--- src/hw/device_info_pkg.sv ---
package device_info_pkg;

	//////////////////////////////////////////////////
	// widths

	localparam int dna_bits_c   = 57;	// die serial length
	localparam int serial_w_c   = 64;	// padded serial register
	localparam int cfg_w_c      = 32;	// config port word
	localparam int script_len_c = 8;	// words in the command script

	//////////////////////////////////////////////////
	// config packets

	// type-1 header opcode
	typedef enum logic [1:0] {
		op_nop   = 2'b00,
		op_read  = 2'b01,
		op_write = 2'b10
	} cfg_op_e;

	localparam logic [2:0]  hdr_type1_c  = 3'b001;
	localparam logic [13:0] reg_idcode_c = 14'h000c;	// IDCODE register address

	// one config word, either plain data or a type-1 header
	typedef union packed {
		logic [cfg_w_c-1:0] raw;
		struct packed {
			logic [2:0]  hdr_type;
			cfg_op_e     op;
			logic [13:0] reg_addr;
			logic [1:0]  rsvd;
			logic [10:0] word_cnt;
		} hdr;
	} cfg_word_t;

	localparam logic [cfg_w_c-1:0] dummy_word_c      = 32'hffff_ffff;
	localparam logic [cfg_w_c-1:0] bus_width1_c      = 32'h0000_00bb;	// bus width detect
	localparam logic [cfg_w_c-1:0] bus_width2_c      = 32'h1122_0044;
	localparam logic [cfg_w_c-1:0] sync_word_c       = 32'haa99_5566;
	localparam logic [cfg_w_c-1:0] nop_word_c        = 32'h2000_0000;	// type 1, op nop
	localparam logic [cfg_w_c-1:0] idcode_read_hdr_c = 32'h2801_8001;	// read 1 word of IDCODE

	// command script, index 0 goes out first
	localparam logic [cfg_w_c-1:0] script_c [script_len_c] = '{
		dummy_word_c,
		bus_width1_c,
		bus_width2_c,
		dummy_word_c,
		dummy_word_c,
		sync_word_c,
		nop_word_c,	// one nop needed after sync
		idcode_read_hdr_c
	};

	//////////////////////////////////////////////////
	// state encodings

	typedef enum logic [1:0] {
		dna_st_boot  = 2'd0,
		dna_st_load  = 2'd1,
		dna_st_shift = 2'd2,
		dna_st_done  = 2'd3
	} dna_state_e;

	typedef enum logic [2:0] {
		cfg_st_idle      = 3'd0,
		cfg_st_write     = 3'd1,
		cfg_st_flush     = 3'd2,
		cfg_st_turn      = 3'd3,
		cfg_st_read_wait = 3'd4,
		cfg_st_done      = 3'd5
	} cfg_state_e;

endpackage

--- src/hw/dna_reader.sv ---
module dna_reader #(
	parameter int boot_wait = 128
) (
	input  logic clk,
	input  logic rst_n,
	input  logic dna_dout,	// serial port MSB
	output logic dna_read,
	output logic dna_shift,
	output logic serial_bit,
	output logic serial_shift_en,
	output logic serial_done
);

	// one counter covers both the boot wait and the bit count
	localparam int cnt_max = (boot_wait > device_info_pkg::dna_bits_c) ?
		boot_wait : device_info_pkg::dna_bits_c;
	localparam int cnt_w = $clog2(cnt_max + 1);

	device_info_pkg::dna_state_e state;
	logic [cnt_w-1:0]            cnt;

	//////////////////////////////////////////////////
	// boot wait, load strobe, shift

	always_ff @(posedge clk or negedge rst_n) begin
		if (!rst_n) begin
			state       <= device_info_pkg::dna_st_boot;
			cnt         <= '0;
			dna_read    <= 1'b0;
			dna_shift   <= 1'b0;
			serial_done <= 1'b0;
		end else begin
			dna_read    <= 1'b0;	// strobes default low
			serial_done <= 1'b0;
			case (state)
				device_info_pkg::dna_st_boot: begin
					// let everything settle after reset
					cnt <= cnt + 1'b1;
					if (cnt == cnt_w'(boot_wait - 1)) begin
						dna_read <= 1'b1;
						cnt      <= '0;
						state    <= device_info_pkg::dna_st_load;
					end
				end
				device_info_pkg::dna_st_load: begin
					dna_shift <= 1'b1;	// port loaded, start shifting
					state     <= device_info_pkg::dna_st_shift;
				end
				device_info_pkg::dna_st_shift: begin
					cnt <= cnt + 1'b1;	// one bit per clock
					if (cnt == cnt_w'(device_info_pkg::dna_bits_c - 1)) begin
						dna_shift   <= 1'b0;
						serial_done <= 1'b1;	// last bit taken this edge
						state       <= device_info_pkg::dna_st_done;
					end
				end
				default: begin
					// hold here until the next reset
				end
			endcase
		end
	end

	// every clock with shift high carries one valid bit
	assign serial_bit      = dna_dout;
	assign serial_shift_en = dna_shift;

endmodule

--- src/hw/cfg_script_decode.sv ---
module cfg_script_decode (
	input  logic                       clk,
	input  logic                       rst_n,
	input  logic                       start,	// serial read finished
	input  logic                       word_taken,
	output device_info_pkg::cfg_word_t word,
	output logic                       word_valid,
	output logic                       word_is_read_hdr,
	output logic                       script_end
);

	localparam int idx_w = $clog2(device_info_pkg::script_len_c);

	logic [idx_w-1:0] idx;
	logic             active;
	logic             last_word;

	//////////////////////////////////////////////////
	// script index

	assign last_word = (idx == idx_w'(device_info_pkg::script_len_c - 1));

	always_ff @(posedge clk or negedge rst_n) begin
		if (!rst_n) begin
			idx    <= '0;
			active <= 1'b0;
		end else if (start) begin
			idx    <= '0;	// restart from the first word
			active <= 1'b1;
		end else if (active && word_taken) begin
			if (last_word) begin
				active <= 1'b0;	// script fully handed over
			end else begin
				idx <= idx + 1'b1;
			end
		end
	end

	//////////////////////////////////////////////////
	// decode current word

	always_comb begin
		word.raw = device_info_pkg::script_c[idx];
	end

	assign word_valid = active;
	assign script_end = active && last_word;

	// type-1 read aimed at IDCODE arms the readback
	always_comb begin
		word_is_read_hdr = 1'b0;
		if (active &&
			word.hdr.hdr_type == device_info_pkg::hdr_type1_c &&
			word.hdr.op == device_info_pkg::op_read &&
			word.hdr.reg_addr == device_info_pkg::reg_idcode_c) begin
			word_is_read_hdr = 1'b1;
		end
	end

endmodule

--- src/hw/cfg_port_exec.sv ---
module cfg_port_exec #(
	parameter int read_latency = 3,
	parameter int flush_nops   = 3
) (
	input  logic                                 clk,
	input  logic                                 rst_n,
	input  device_info_pkg::cfg_word_t           word,
	input  logic                                 word_valid,
	input  logic                                 word_is_read_hdr,
	input  logic                                 script_end,
	input  logic [device_info_pkg::cfg_w_c-1:0]  cfg_dout,	// byte-reversed from port
	output logic                                 cfg_cs_n,
	output logic                                 cfg_wr_n,
	output logic [device_info_pkg::cfg_w_c-1:0]  cfg_din,	// byte-reversed to port
	output logic                                 word_taken,
	output logic [device_info_pkg::cfg_w_c-1:0]  id_data,
	output logic                                 id_capture
);

	// counter shared by flush, turnaround and read wait
	localparam int cnt_max = (flush_nops > read_latency) ? flush_nops : read_latency;
	localparam int cnt_w   = $clog2(cnt_max + 3);

	device_info_pkg::cfg_state_e         state;
	logic [cnt_w-1:0]                    cnt;
	logic [device_info_pkg::cfg_w_c-1:0] out_word;	// word in normal bit order
	logic                                read_armed;	// read header went out

	//////////////////////////////////////////////////
	// per-byte bit reversal in both directions

	for (genvar b = 0; b < device_info_pkg::cfg_w_c / 8; b++) begin : g_byte
		for (genvar g = 0; g < 8; g++) begin : g_bit
			assign cfg_din[b*8 + g] = out_word[b*8 + 7 - g];
			assign id_data[b*8 + g] = cfg_dout[b*8 + 7 - g];
		end
	end

	// one script word consumed per write cycle
	assign word_taken = (state == device_info_pkg::cfg_st_write) && word_valid;

	//////////////////////////////////////////////////
	// port sequencing

	always_ff @(posedge clk or negedge rst_n) begin
		if (!rst_n) begin
			state      <= device_info_pkg::cfg_st_idle;
			cnt        <= '0;
			cfg_cs_n   <= 1'b1;
			cfg_wr_n   <= 1'b1;
			id_capture <= 1'b0;
			read_armed <= 1'b0;
		end else begin
			id_capture <= 1'b0;
			case (state)
				device_info_pkg::cfg_st_idle: begin
					if (word_valid) begin
						cfg_wr_n <= 1'b0;	// write mode while still deselected
						state    <= device_info_pkg::cfg_st_write;
					end
				end
				device_info_pkg::cfg_st_write: begin
					cfg_cs_n <= 1'b0;
					if (word_is_read_hdr)
						read_armed <= 1'b1;
					if (script_end) begin
						cnt   <= '0;
						state <= (flush_nops == 0) ? device_info_pkg::cfg_st_turn :
							device_info_pkg::cfg_st_flush;
					end
				end
				device_info_pkg::cfg_st_flush: begin
					// nops push the read through the pipeline
					cnt <= cnt + 1'b1;
					if (cnt == cnt_w'(flush_nops - 1)) begin
						cnt   <= '0;
						state <= device_info_pkg::cfg_st_turn;
					end
				end
				device_info_pkg::cfg_st_turn: begin
					cnt <= cnt + 1'b1;
					case (cnt)
						cnt_w'(0): cfg_cs_n <= 1'b1;	// deselect
						cnt_w'(1): cfg_wr_n <= 1'b1;	// read mode while idle
						default: begin
							cfg_cs_n <= 1'b0;	// reselect for readback
							cnt      <= '0;
							state    <= device_info_pkg::cfg_st_read_wait;
						end
					endcase
				end
				device_info_pkg::cfg_st_read_wait: begin
					cnt <= cnt + 1'b1;
					if (cnt == cnt_w'(read_latency - 1)) begin
						id_capture <= read_armed;	// data valid on the port now
						state      <= device_info_pkg::cfg_st_done;
					end
				end
				default: begin
					cfg_cs_n <= 1'b1;	// park deselected
				end
			endcase
		end
	end

	// next word for the port
	always_ff @(posedge clk) begin
		if (word_taken) begin
			out_word <= word.raw;
		end else if (state == device_info_pkg::cfg_st_flush) begin
			out_word <= device_info_pkg::nop_word_c;
		end
	end

endmodule

--- src/hw/info_result.sv ---
module info_result (
	input  logic                                   clk,
	input  logic                                   rst_n,
	input  logic                                   serial_bit,
	input  logic                                   serial_shift_en,
	input  logic                                   serial_done,
	input  logic [device_info_pkg::cfg_w_c-1:0]    id_data,
	input  logic                                   id_capture,
	output logic [device_info_pkg::serial_w_c-1:0] die_serial,
	output logic                                   serial_valid,
	output logic [device_info_pkg::cfg_w_c-1:0]    idcode,
	output logic                                   idcode_valid
);

	localparam int pad_w = device_info_pkg::serial_w_c - device_info_pkg::dna_bits_c;

	logic [device_info_pkg::dna_bits_c-1:0] dna_sr;

	//////////////////////////////////////////////////
	// payload registers

	always_ff @(posedge clk) begin
		if (serial_shift_en)
			dna_sr <= {dna_sr[device_info_pkg::dna_bits_c-2:0], serial_bit};	// msb first
		if (id_capture)
			idcode <= id_data;
	end

	assign die_serial = {{pad_w{1'b0}}, dna_sr};	// zero pad above the serial

	//////////////////////////////////////////////////
	// valid levels

	always_ff @(posedge clk or negedge rst_n) begin
		if (!rst_n) begin
			serial_valid <= 1'b0;
			idcode_valid <= 1'b0;
		end else begin
			if (serial_done)
				serial_valid <= 1'b1;	// one cycle after last shift
			if (id_capture)
				idcode_valid <= 1'b1;	// same edge as idcode load
		end
	end

endmodule

--- src/hw/device_info.sv ---
module device_info #(
	parameter int boot_wait    = 128,
	parameter int read_latency = 3,
	parameter int flush_nops   = 3
) (
	input  logic                                   clk,
	input  logic                                   rst_n,
	input  logic                                   dna_dout,
	input  logic [device_info_pkg::cfg_w_c-1:0]    cfg_dout,
	output logic                                   dna_read,
	output logic                                   dna_shift,
	output logic                                   cfg_cs_n,
	output logic                                   cfg_wr_n,
	output logic [device_info_pkg::cfg_w_c-1:0]    cfg_din,
	output logic [device_info_pkg::serial_w_c-1:0] die_serial,
	output logic                                   serial_valid,
	output logic [device_info_pkg::cfg_w_c-1:0]    idcode,
	output logic                                   idcode_valid
);

	logic                                serial_bit;
	logic                                serial_shift_en;
	logic                                serial_done;	// also kicks off the script
	device_info_pkg::cfg_word_t          word;
	logic                                word_valid;
	logic                                word_is_read_hdr;
	logic                                script_end;
	logic                                word_taken;
	logic [device_info_pkg::cfg_w_c-1:0] id_data;
	logic                                id_capture;

	//////////////////////////////////////////////////
	// die serial

	dna_reader #(
		.boot_wait(boot_wait)
	) u_dna_reader (
		.clk            (clk),
		.rst_n          (rst_n),
		.dna_dout       (dna_dout),
		.dna_read       (dna_read),
		.dna_shift      (dna_shift),
		.serial_bit     (serial_bit),
		.serial_shift_en(serial_shift_en),
		.serial_done    (serial_done)
	);

	//////////////////////////////////////////////////
	// IDCODE over the config port

	cfg_script_decode u_decode (
		.clk             (clk),
		.rst_n           (rst_n),
		.start           (serial_done),
		.word_taken      (word_taken),
		.word            (word),
		.word_valid      (word_valid),
		.word_is_read_hdr(word_is_read_hdr),
		.script_end      (script_end)
	);

	cfg_port_exec #(
		.read_latency(read_latency),
		.flush_nops  (flush_nops)
	) u_exec (
		.clk             (clk),
		.rst_n           (rst_n),
		.word            (word),
		.word_valid      (word_valid),
		.word_is_read_hdr(word_is_read_hdr),
		.script_end      (script_end),
		.cfg_dout        (cfg_dout),
		.cfg_cs_n        (cfg_cs_n),
		.cfg_wr_n        (cfg_wr_n),
		.cfg_din         (cfg_din),
		.word_taken      (word_taken),
		.id_data         (id_data),
		.id_capture      (id_capture)
	);

	//////////////////////////////////////////////////
	// results

	info_result u_result (
		.clk            (clk),
		.rst_n          (rst_n),
		.serial_bit     (serial_bit),
		.serial_shift_en(serial_shift_en),
		.serial_done    (serial_done),
		.id_data        (id_data),
		.id_capture     (id_capture),
		.die_serial     (die_serial),
		.serial_valid   (serial_valid),
		.idcode         (idcode),
		.idcode_valid   (idcode_valid)
	);

endmodule

--- config.mk ---
export PLATFORM = sky130hd
export DESIGN_NAME = device_info
export DESIGN_NICKNAME = d
export VERILOG_FILES = /design/src/hw/device_info_pkg.sv /design/src/hw/dna_reader.sv /design/src/hw/cfg_script_decode.sv /design/src/hw/cfg_port_exec.sv /design/src/hw/info_result.sv /design/src/hw/device_info.sv
export SDC_FILE = /design/constraint.sdc
export NUM_CORES = 1
export LEC_CHECK = 0
export BUFFER_PORTS_ARGS = -buffer_cell sky130_fd_sc_hd__buf_2
export CAP_MARGIN = 20
export CELL_PAD_IN_SITES_DETAIL_PLACEMENT = 1
export CELL_PAD_IN_SITES_GLOBAL_PLACEMENT = 2
export CORE_MARGIN = 2
export CORE_UTILIZATION = 25
export CTS_CLUSTER_SIZE = 20
export DETAILED_ROUTE_END_ITERATION = 10
export PLACE_DENSITY = 0.63
export SLEW_MARGIN = 10
export SYNTH_ARGS = -nofsm -noshare
export SYNTH_HDL_FRONTEND = slang
export SYNTH_SLANG_ARGS = --single-unit
export TNS_END_PERCENT = 5
--- constraint.sdc ---
create_clock -name clk -period 2.7 [get_ports clk]
set_input_delay 0.27 -clock clk [delete_from_list [all_inputs] [get_ports clk]]
set_output_delay 0.27 -clock clk [all_outputs]
set_load 0.05 [all_outputs]
# Word level (Yosys, flattened, before mapping)

Memory sizes are Yosys's and may differ from the RTL's.
Cells that the tools add are included.

Memories: 1
Flip-flop bits (word level): 150
Bits in read-only memories: 256
Logic and storage cells: 117

Memories:

| memory           | depth | bits a word | rd ports | clocked after Yosys merged registers in | wr ports | RTL line                | text |
|---|---|---|---|---|---|---|---|
| (name not given) | 8     | 32          | 1        | 0                                       | 0        | cfg_script_decode.sv:43 | `word.raw = device_info_pkg::script_c[idx];` |

Mux-type cells: 39
Magnitude comparators: 1
Equal/unequal tests: 24
Reduce and logical (&&, ||, !) cells: 29
Add/sub/neg operators: 3
Bitwise gates (word level): 2

Operators by type and width:

| operator              | count |
|---|---|
| $mux W32              | 4 |
| $mux W3               | 11 |
| $pmux W8 S2           | 1 |
| $pmux W3 S5           | 1 |
| $eq A14 B4 Y1 const B | 1 |
| $mux W1               | 13 |
| $pmux W3 S4           | 1 |
| $reduce_and A2 Y1     | 6 |
| $reduce_bool A2 Y1    | 6 |
| $ne A2 B1 Y1 const B  | 5 |
| $ne A2 B2 Y1 const B  | 5 |
| $eq A3 B1 Y1 const B  | 3 |
| $eq A3 B2 Y1 const B  | 3 |
| $add A8 B1 Y8 const B | 1 |
| $eq A8 B6 Y1 const B  | 1 |
| $eq A8 B7 Y1 const B  | 1 |
| $mux W8               | 1 |
| $add A3 B1 Y3 const B | 2 |
| $eq A3 B3 Y1 const B  | 2 |
| $logic_and A1 B1 Y1   | 6 |
| $logic_not A3 Y1      | 2 |
| $pmux W1 S2           | 3 |
| $pmux W2 S3           | 1 |
| $reduce_and A3 Y1     | 2 |
| 14 further kinds      | 16 |

# Depth between registers and ports, before layout

Gate-level depths: netlist of run 1.

Depth after elaboration: 10
Depth in mapped cells: 7
Mapped depth without buffers: 6

# Cells and area by module

Synthesis of run 1 repeated with hierarchy kept, for this count alone.

Cell total of the unflattened synthesis: 397
Area, all modules: 6133.4 µm²

Modules (own cells, without submodules):

| module            | cells each | area an instance (µm²) | times used |
|---|---|---|---|
| info_result       | 101        | 2791.4                 | 1 |
| cfg_port_exec     | 171        | 2112.0                 | 1 |
| dna_reader        | 62         | 696.9                  | 1 |
| cfg_script_decode | 63         | 533.0                  | 1 |

# Worst setup path before layout of run 1

Ideal clock, no wire load.

Path type: register to register
From: register u_dna_reader.dna_shift
To: register u_result.dna_sr[0] (netlist name), enable pin
Cell stages (with the launch flop): 1
Library setup time: 430 ps
Period minus slack after synthesis: 2187 ps
Buffers on the path: 0
Arrival time: 1757 ps
Path slack: 513 ps
Path through: dfrtp_1

RTL lines:

| element                | RTL line          | text |
|---|---|---|
| from (decl)            | dna_reader.sv:8   | `output logic dna_shift,` |
| from (signal assigned) | dna_reader.sv:30  | `dna_shift <= 1'b0;` |
| from (signal assigned) | dna_reader.sv:46  | `dna_shift <= 1'b1;` |
| from (signal assigned) | dna_reader.sv:52  | `dna_shift <= 1'b0;` |
| to (signal assigned)   | info_result.sv:24 | `dna_sr <= {dna_sr[device_info_pkg::dna_bits_c-2:0], serial_bit};` |
| to (decl)              | info_result.sv:17 | `logic [device_info_pkg::dna_bits_c-1:0] dna_sr;` |

No word-level cell between the ends.

# Worst setup path after layout of run 1

From: register u_dna_reader.state[0]
To: register u_dna_reader.cnt[7]

Word-level cells in the longest chain between the ends: 2

RTL lines:

| element                                                  | RTL line         | text |
|---|---|---|
| from (decl)                                              | dna_reader.sv:19 | `device_info_pkg::dna_state_e state;` |
| from (signal assigned)                                   | dna_reader.sv:27 | `state <= device_info_pkg::dna_st_boot;` |
| from (signal assigned)                                   | dna_reader.sv:42 | `state <= device_info_pkg::dna_st_load;` |
| from (signal assigned)                                   | dna_reader.sv:47 | `state <= device_info_pkg::dna_st_shift;` |
| $eq A2 B2 Y1 / $logic_not A2 Y1 (equally long branches)  | dna_reader.sv:35 | `case (state)` |
| $pmux W8 S2 / $reduce_bool A2 Y1 (equally long branches) | -                |  |
| to (signal assigned)                                     | dna_reader.sv:38 | `cnt <= cnt + 1'b1;` |
| to (signal assigned)                                     | dna_reader.sv:50 | `cnt <= cnt + 1'b1;` |
| to (decl)                                                | dna_reader.sv:20 | `logic [cnt_w-1:0] cnt;` |

Several ways; a longest one is shown, not always the timed one.
A chain may end at the register's enable or synchronous reset.

==> results of run 1 <==
final timing paths:
check / startpoint / to / slack (ns) / cells past startpoint
max: u_dna_reader.state[0] / u_dna_reader.cnt[7] / 0.85 / 6
min: cfg_dout[9] / u_result.idcode[14] / 0.03 / 1
max reg2reg: u_dna_reader.state[0] / u_dna_reader.cnt[7] / 0.85 / 6
min reg2reg: u_result.dna_sr[35] / u_result.dna_sr[36] / 0.45 / 0
max in group asynchronous: rst_n / u_dna_reader.dna_shift / 1.75 / 2
min in group asynchronous: rst_n / u_dna_reader.cnt[7] / 0.45 / 2
final cells by class:
type / instances / area share (%)
flip-flops and latches: 128 / 56.76
clock buffers: 17 / 6.522
well taps: 265 / 5.083
inverters: 16 / 0.9208
repair buffers: 164 / 12.93
multi-input cells: 141 / 14.41
clock inverters: 15 / 3.376
cell families (layout without fill, tap and decap cells):
group	Yosys count	count (layout)	share of synthesized area, %
other	1	7	0.07624
AND/OR/NAND/NOR	67	67	7.098
flip-flops	128	128	75.25
XOR/XNOR	4	4	0.7124
AO/OA/AOI/OAI	44	44	6.080
adder cells (fa/ha/maj)	16	16	4.019
multiplexers	3	3	0.6614
buffers and inverters	51	212	6.105
timing repair:
item | CTS | global route
hold endpoints to repair | 27 | 0
gates resized for setup | 0 | 0
hold buffers | 1 | 0
registers in the layout (all words and copies together) (netlist names), 2 cells and up:
register            cells
u_result.dna_sr        57
u_result.idcode        32
u_exec.out_word        10
u_dna_reader.cnt        8
u_decode.idx            3
u_exec.cnt              3
u_exec.state            3
u_dna_reader.state      2
through the flow:
stage	setup slack, ns	cell area, um2	util [%]
final	0.8534	6523	33.62
after global routing	0.7331	6523	33.62
after CTS	0.8280	6523	33.62
after detailed placement	0.8192	5867	30.24
after global placement	0.9330	5867	30.24
after floorplan	0.5130	4941	-
metal layers:
metal  part of all wire [%]  global-route usage [%]
met1                     42                   12.04
met2                     47                   16.14
met3                    9.3                   3.411
met4                    1.6                   4.446
met5                      0                       0
report_power, final:
group | total [mW] | internal (mW) | switching [mW]
clock | 2.51 | 1.58 | 0.929
sequential | 2.11 | 2.11 | 0
combinational | 0.0560 | 0.0179 | 0.0381
total | 4.67 | 3.71 | 0.968
layout by cell type (no fill, tap or decap), types with 2 or more instances in the layout:
master,count
nor3_1,5
buf_2,161
nor2b_1,5
a21oi_1,15
nand2_1,13
a31oi_1,2
o21ai_0,8
inv_8,3
dfrtp_1,26
nor2_1,19
inv_1,16
dfstp_2,2
nand2b_1,3
ha_1,15
clkinv_4,2
o22ai_1,2
edfxtp_1,99
bufinv_16,4
or2_2,4
xnor2_1,3
nand3_1,8
inv_6,5
a21o_1,4
conb_1,7
clkbuf_16,17
and3_1,3
worst reg2reg max path: stages, from the launching register on:
cell     delay, ns
dfrtp_1       0.40
inv_1         0.11
ha_1          0.29
and4b_1       0.22
a21oi_1       0.39
a41oi_1       0.20
a31oi_1       0.16
==> metrics.cfg, run 1 <==
[placement]
port_buffers=161
hpwl_um=7636
gp_congestion=0.7379
place_inst=713

[layout]
layout.area.seq_um2=3702
synthToLayoutAreaGrowth_pct=32.61
fillerInstances=2145
fin_nets=518
antenna_cells=0
finalNonFillerCells=746
multiInputGateArea_um2=939.7
drive_above_1_share_pct=43.24

[critical_path]
cp_max_fo=6
criticalPathCategory=reg -> reg
arrival_ns=2.18
slowest_delay_ns=0.40
cp_top_family=compound AO/OA/AOI/OAI gates
crit_buf_inv=1
critPathSlowestCell=dfrtp_1
start_kind=register
worstSetupEndpointType=register
cp_cell_sequence=inv_1, ha_1, and4b_1, a21oi_1, a41oi_1, a31oi_1
critical_path_required_ns=3.03

[clocking]
clock_latency_ns=0.41
cts_root_buf=clkbuf_16
clockBufferDepth=2
post-cts-setup-buffer-count=0
cts_tree=done
cts_inserted_buffers=17
htree_levels=4
clk_pin_slew_ns=0.06
clock-sinks=128

[yosys]
synth_area_leaders=edfxtp_1 60%, dfrtp_1 14%, buf_4 4.4%
synthesis.area_um2=4918
synth_top_cell_by_area=edfxtp_1
synth_cells=314
yosys_register_bits=128
yosysWarnings=0
synth-edff-count=99
async_flop_share_pct=22.66
yosysMostFrequentCell=edfxtp_1
synthFlopType=edfxtp_1
syn_avg_cell_area_um2=15.66
seq_area_frac_synth_pct=75.25
synth_commonest_cells=99 x edfxtp_1, 29 x buf_4, 27 x dfrtp_1
synth_top_area_share_pct=60.44
synth.distinct_cells=48

[die]
die_area_um2=20810
die_w_um=144.3
die-height_um=144.3
coreArea_um2=19400
num_rows=51
ios=169
initial_core_util_pct=25.35

[power]
p_per_area_nw_per_um2=716.6
leakagePower_nw=2.621
p_total_mw=4.674
ir_drop_v=0.0003857

[sta]
setup_violations=0
hold_violations=0
maxSlewViolCount=0
fin_crit_sh_pct=68.39
tightest_slew_ns=0.7755
clock_skew_ns=0.01011
rsz0062_at_grt=no
setup_tns_ns=0
hold_slack_ns=0.03306
fmax_mhz=541.5
maxSlewHeadroom_pct=48.11
fin_crit_ns=1.847

[drt]
firstDrtPassIters=4
viasPerCell=4.047
first_iter_violations=129
vias=3019
wl_per_cell_um=14.32
drcViolationCount=0
ant_nets=0
wl_um=10680

[global_route]
grt_max_degree=40
grt_first_pass_wirelength_um=15840
gr-total-overflow=0
first_global_vias=2996
grtUsageTotal_pct=9.960
antenna_found_initial=0

[outcome]
status=finished, final reports clean

[run]
drv_cap=0

[worst_hold_path]
hp-class=in -> reg

(Power assumes the default switching activity.)
==> run 2, diff against run 1 <==
==> constraint.sdc (replaced) <==
create_clock -name clk -period 1.9 [get_ports clk]
set_input_delay 0.19 -clock clk [delete_from_list [all_inputs] [get_ports clk]]
set_output_delay 0.19 -clock clk [all_outputs]
set_load 0.05 [all_outputs]
==> metrics.cfg, run 2 (same netlist as run 1, synthesis figures left out) <==
[power]
leakagePower_nw=2.788
ir_drop_v=0.0005507
p_per_area_nw_per_um2=953.3

[sta]
hold_violations=0
fin_crit_sh_pct=87.83
tightest_slew_ns=0.7135
maxSlewViolCount=0
setup_violations=0
rsz0062_at_grt=no
fmax_mhz=599.2
fin_crit_ns=1.669
maxSlewHeadroom_pct=52.43
clock_skew_ns=0.009827
setup_tns_ns=0

[worst_hold_path]
hp-class=in -> async

[critical_path]
cp_top_family=simple AND/OR/NAND/NOR gates
arrival_ns=1.96
worstSetupEndpointType=register
crit_buf_inv=0
critPathSlowestCell=dfrtp_1
cp-startpoint=u_dna_reader.cnt[7]
cp_max_fo=4
criticalPathCategory=reg -> reg
rr_startpoint=u_dna_reader.cnt[7]
start_kind=register
critical_path_required_ns=2.19
slowest_delay_ns=0.39
cp_cell_sequence=and4b_4, nand3_2, a221oi_4, mux2_1

[drt]
drcViolationCount=0
ant_nets=0
wl_per_cell_um=14.73
wl_um=11610
viasPerCell=4.065
firstDrtPassIters=4
vias=3203
first_iter_violations=144

[die]
ios=169
coreArea_um2=19400
die_area_um2=20810
die-height_um=144.3
initial_core_util_pct=25.35
num_rows=51
die_w_um=144.3

[placement]
gp_congestion=0.7084
port_buffers=161
hpwl_um=7691
place_inst=722
dpl_cell_area_um2=5934

[layout]
fillerInstances=2108
multiInputGateArea_um2=939.7
synthToLayoutAreaGrowth_pct=40.17
most-common-layout-cells=161 x buf_2, 99 x edfxtp_1, 34 x dlygate4sd3_1
top_register=u_result.dna_sr
drive_above_1_share_pct=41.30
final_area_um2=6894
antenna_cells=0
reg_top3=u_result.dna_sr x57, u_result.idcode x32, u_exec.out_word x10
layout_commonest_cell=buf_2
layout.area.seq_um2=3702
fin_nets=560
finalNonFillerCells=788
largest_register_ffs=57

[clocking]
clock-sinks=128
cts_root_buf=clkbuf_16
clk_pin_slew_ns=0.06
htree_levels=4
post-cts-setup-buffer-count=0
cts_inserted_buffers=17
clock_latency_ns=0.41
cts_tree=done
clockBufferDepth=2

[run]
drv_cap=0

[global_route]
gr-total-overflow=0
grt_first_pass_wirelength_um=17930
antenna_found_initial=0
first_global_vias=3369
grt_max_degree=37
grtUsageTotal_pct=11.29

[outcome]
status=finished, final reports clean

[run 2: changes by cell type in the layout (fill, tap and decap cells not counted), sizes merged]
| cell | before | now |
|---|---|---|
| dlygate4sd3 | 1 | 34 |
| buf | 163 | 172 |
| bufinv | 4 | 3 |
| clkinv | 3 | 2 |
| clkinvlp | 0 | 1 |
| inv | 24 | 25 |
[run 2: cell type report]
class,count,share of cell area [%]
multi-input combinational,141,13.63
tap,265,4.809
clock buffer,17,6.171
sequential,128,53.70
inverter,16,0.8711
timing repair buffer,206,18.00
clock inverter,15,2.813
[run 2: final timing paths]
check	end	slack, ns	cells past startpoint
max in group asynchronous	u_dna_reader.dna_shift	1.02	2
worst max register to register	u_dna_reader.state[1]	0.23	4
min in group clk	u_result.dna_sr[17]	0.44	0
worst min-delay path	u_dna_reader.state[0]	0.39	2
worst min register to register	u_result.dna_sr[17]	0.44	0
worst max-delay path	u_dna_reader.state[1]	0.23	4
[run 2: metrics by stage]
stage | utilization [%] | hold slack (ns) | power [mW] | setup slack [ns]
detailed placement | 30.59 | 0.3002 | 3.132 | 0.2225
CTS | 35.54 | 0.4021 | 6.690 | 0.2161
global placement | 30.59 | 0.3046 | 3.130 | 0.2729
global route | 35.54 | 0.4535 | 6.822 | 0.08148
finish | 35.54 | 0.3858 | 6.572 | 0.2312
floorplan | - | -0.1056 | 3.094 | 0.2640
[run 2: what timing repair did]
| action | CTS | global route |
|---|---|---|
| hold buffers | 34 | 0 |
| hold endpoints to repair | 60 | 0 |
| resized for setup | 0 | 0 |
[run 2: layer usage]
layer / track usage (%) / wire length (um) / vias up / part of all wire, %
met5: 0 / 0 / - / 0
met4: 3.679 / 115 / 0 / 0.99
met3: 3.874 / 884 / 10 / 7.6
met2: 19.37 / 5634 / 120 / 49
met1: 13.31 / 4972 / 1571 / 43
li1: - / - / 1502 / -
[run 2: power breakdown]
part | internal, mW | switching [mW] | leakage (nW)
combinational | 0.0699 | 0.0669 | 1.25
sequential | 2.99 | 0 | 1.23
clock | 2.11 | 1.33 | 0.302
total | 5.17 | 1.40 | 2.79
==> run 3, diff against run 2 <==
--- a/config.mk
+++ b/config.mk
@@ -5,6 +5,7 @@
 export SDC_FILE = /design/constraint.sdc
 export NUM_CORES = 1
 export LEC_CHECK = 0
+export ABC_AREA = 1
 export BUFFER_PORTS_ARGS = -buffer_cell sky130_fd_sc_hd__buf_2
 export CAP_MARGIN = 20
 export CELL_PAD_IN_SITES_DETAIL_PLACEMENT = 1
@@ -13,7 +14,7 @@
 export CORE_UTILIZATION = 25
 export CTS_CLUSTER_SIZE = 20
 export DETAILED_ROUTE_END_ITERATION = 10
-export PLACE_DENSITY = 0.63
+export PLACE_DENSITY = 0.65
 export SLEW_MARGIN = 10
 export SYNTH_ARGS = -nofsm -noshare
 export SYNTH_HDL_FRONTEND = slang
==> metrics.cfg, run 3 <==
[die]
ios=169
die_area_um2=21080
initial_core_util_pct=25.52
num_rows=51
die-height_um=145.2
coreArea_um2=19530
die_w_um=145.2

[yosys]
seq_area_frac_synth_pct=74.27
synthFlopType=edfxtp_1
synth_area_leaders=edfxtp_1 60%, dfrtp_1 14%, nand2_1 4.5%
synth.distinct_cells=27
synth-edff-count=99
synthesis.area_um2=4984
yosysMostFrequentCell=edfxtp_1
yosys_register_bits=128
synth_cells=362
syn_avg_cell_area_um2=13.77
synth_top_cell_by_area=edfxtp_1
yosysWarnings=0
async_flop_share_pct=22.66
synth_top_area_share_pct=59.65
synth_commonest_cells=99 x edfxtp_1, 60 x nand2_1, 31 x nor2_1

[clocking]
clockBufferDepth=2
clock_latency_ns=0.42
post-cts-setup-buffer-count=0
cts_root_buf=clkbuf_16
htree_levels=4
cts_tree=done
clk_pin_slew_ns=0.06
cts_inserted_buffers=17
clock-sinks=128

[sta]
setup_violations=0
maxSlewHeadroom_pct=52.46
maxSlewViolCount=0
tightest_slew_ns=0.7131
hold_violations=0
fin_crit_sh_pct=88.23
clock_skew_ns=0.01231
fin_crit_ns=1.676
hold_slack_ns=0.3638
setup_tns_ns=0
rsz0062_at_grt=no
fmax_mhz=596.5

[layout]
top_register=u_result.dna_sr
fin_nets=605
synthToLayoutAreaGrowth_pct=37.56
layout_commonest_cell=buf_2
antenna_cells=0
largest_register_ffs=57
reg_top3=u_result.dna_sr x57, u_result.idcode x32, u_exec.out_word x10
drive_above_1_share_pct=37.15
most-common-layout-cells=161 x buf_2, 99 x edfxtp_1, 60 x nand2_1

[critical_path]
criticalPathCategory=reg -> reg
critPathSlowestCell=dfrtp_1
start_kind=register
cp_max_fo=12
arrival_ns=1.75
critical_path_required_ns=1.98
cp_cell_sequence=inv_2, nand2_4, nor2_4, nand2_2, nand2_1
slowest_delay_ns=0.46
worstSetupEndpointType=register

[placement]
port_buffers=161
gp_congestion=0.7548
hpwl_um=8163

[global_route]
first_global_vias=3635
grtUsageTotal_pct=12.03
grt_first_pass_wirelength_um=19900
gr-total-overflow=0
grt_max_degree=38
antenna_found_initial=0

[power]
ir_drop_v=0.0006167
p_per_area_nw_per_um2=912.0
leakagePower_nw=2.844

[drt]
drcViolationCount=0
vias=3375
first_iter_violations=125
firstDrtPassIters=4
viasPerCell=4.052
ant_nets=0
wl_per_cell_um=14.40
wl_um=12000

[run]
drv_cap=0

[outcome]
status=finished, final reports clean

[worst_hold_path]
hp-class=in -> async

-- run 3: cell count changes after synthesis, sizes merged, moves of 5 or more --
cell / before / now
o21ai: 8 / 16
nand2: 13 / 63
inv: 16 / 31
clkbuf: 5 / 0
a21oi: 15 / 8
nor2b: 5 / 0
nand3: 9 / 16
nor2: 19 / 34
-- run 3: final cells by class --
cell class,instances,area (um2)
repair buffers,199,1189
clock buffers,17,425.4
inverters,31,116.4
multi-input cells,178,948.4
fillers,2170,12670
flip-flops and latches,128,3702
clock inverters,15,142.6
well taps,265,331.6
-- run 3: worst paths after layout --
check                               startpoint                     end  slack (ns)  cells after the start
setup / recovery               u_exec.state[2]     u_exec.out_word[27]        0.22                      5
hold / removal                           rst_n  u_dna_reader.dna_shift        0.36                      2
setup reg to reg               u_exec.state[2]     u_exec.out_word[27]        0.22                      5
hold reg to reg            u_result.dna_sr[38]     u_result.dna_sr[39]        0.44                      0
max in group asynchronous                rst_n  u_dna_reader.dna_shift        1.05                      2
min in group clk           u_result.dna_sr[38]     u_result.dna_sr[39]        0.44                      0
-- run 3: routing by layer --
metal  vias up  global-route usage [%]  share of wire [%]
li1       1592                       -                  -
met1      1620                   14.51                 43
met2       146                   19.55                 47
met3        17                   4.528                7.8
met4         0                   4.706                1.9
met5         -                       0                  0
-- run 3: logic make-up (layout without fill, tap and decap cells) --
kind of cell | after synthesis | in the layout | synth area share, %
AO/OA/AOI/OAI | 26 | 26 | 2.812
XOR/XNOR | 6 | 6 | 1.054
adder cells (fa/ha/maj) | 15 | 15 | 3.766
buffers and inverters | 62 | 262 | 7.155
flip-flops | 128 | 128 | 74.27
other | 1 | 7 | 0.07525
AND/OR/NAND/NOR | 124 | 124 | 10.87
-- run 3: critical path, delay by kind of cell, from the launching register on --
family / cells / cell delay, ns
buffers and inverters: 1 / 0.14
flip-flops: 1 / 0.46
AND/OR/NAND/NOR: 4 / 0.73
-- run 3: what timing repair did --
item                                   in CTS  in global routing
resized for setup                           0                  0
endpoints found under the hold margin      60                  0
hold buffers                               34                  0
-- run 3: report_power, final --
part / internal, mW / total [mW] / switching (mW)
Sequential: 2.99 / 2.99 / 0
Combinational: 0.0700 / 0.139 / 0.0686
Clock: 1.73 / 3.12 / 1.39
Total: 4.80 / 6.25 / 1.46
-- run 3: metrics by stage --
stage                     worst slack [ns]  instances  area [um2]  util [%]  total power, mW
after floorplan                     0.3900        368        5007         -            3.094
after global placement              0.3061        767        5947     30.46            3.131
after detailed placement            0.1967        767        5947     30.46            3.133
after CTS                           0.1857        833        6855     35.11            6.367
after global routing               0.06119        833        6855     35.11            6.485
final                               0.2237        833        6855     35.11            6.252
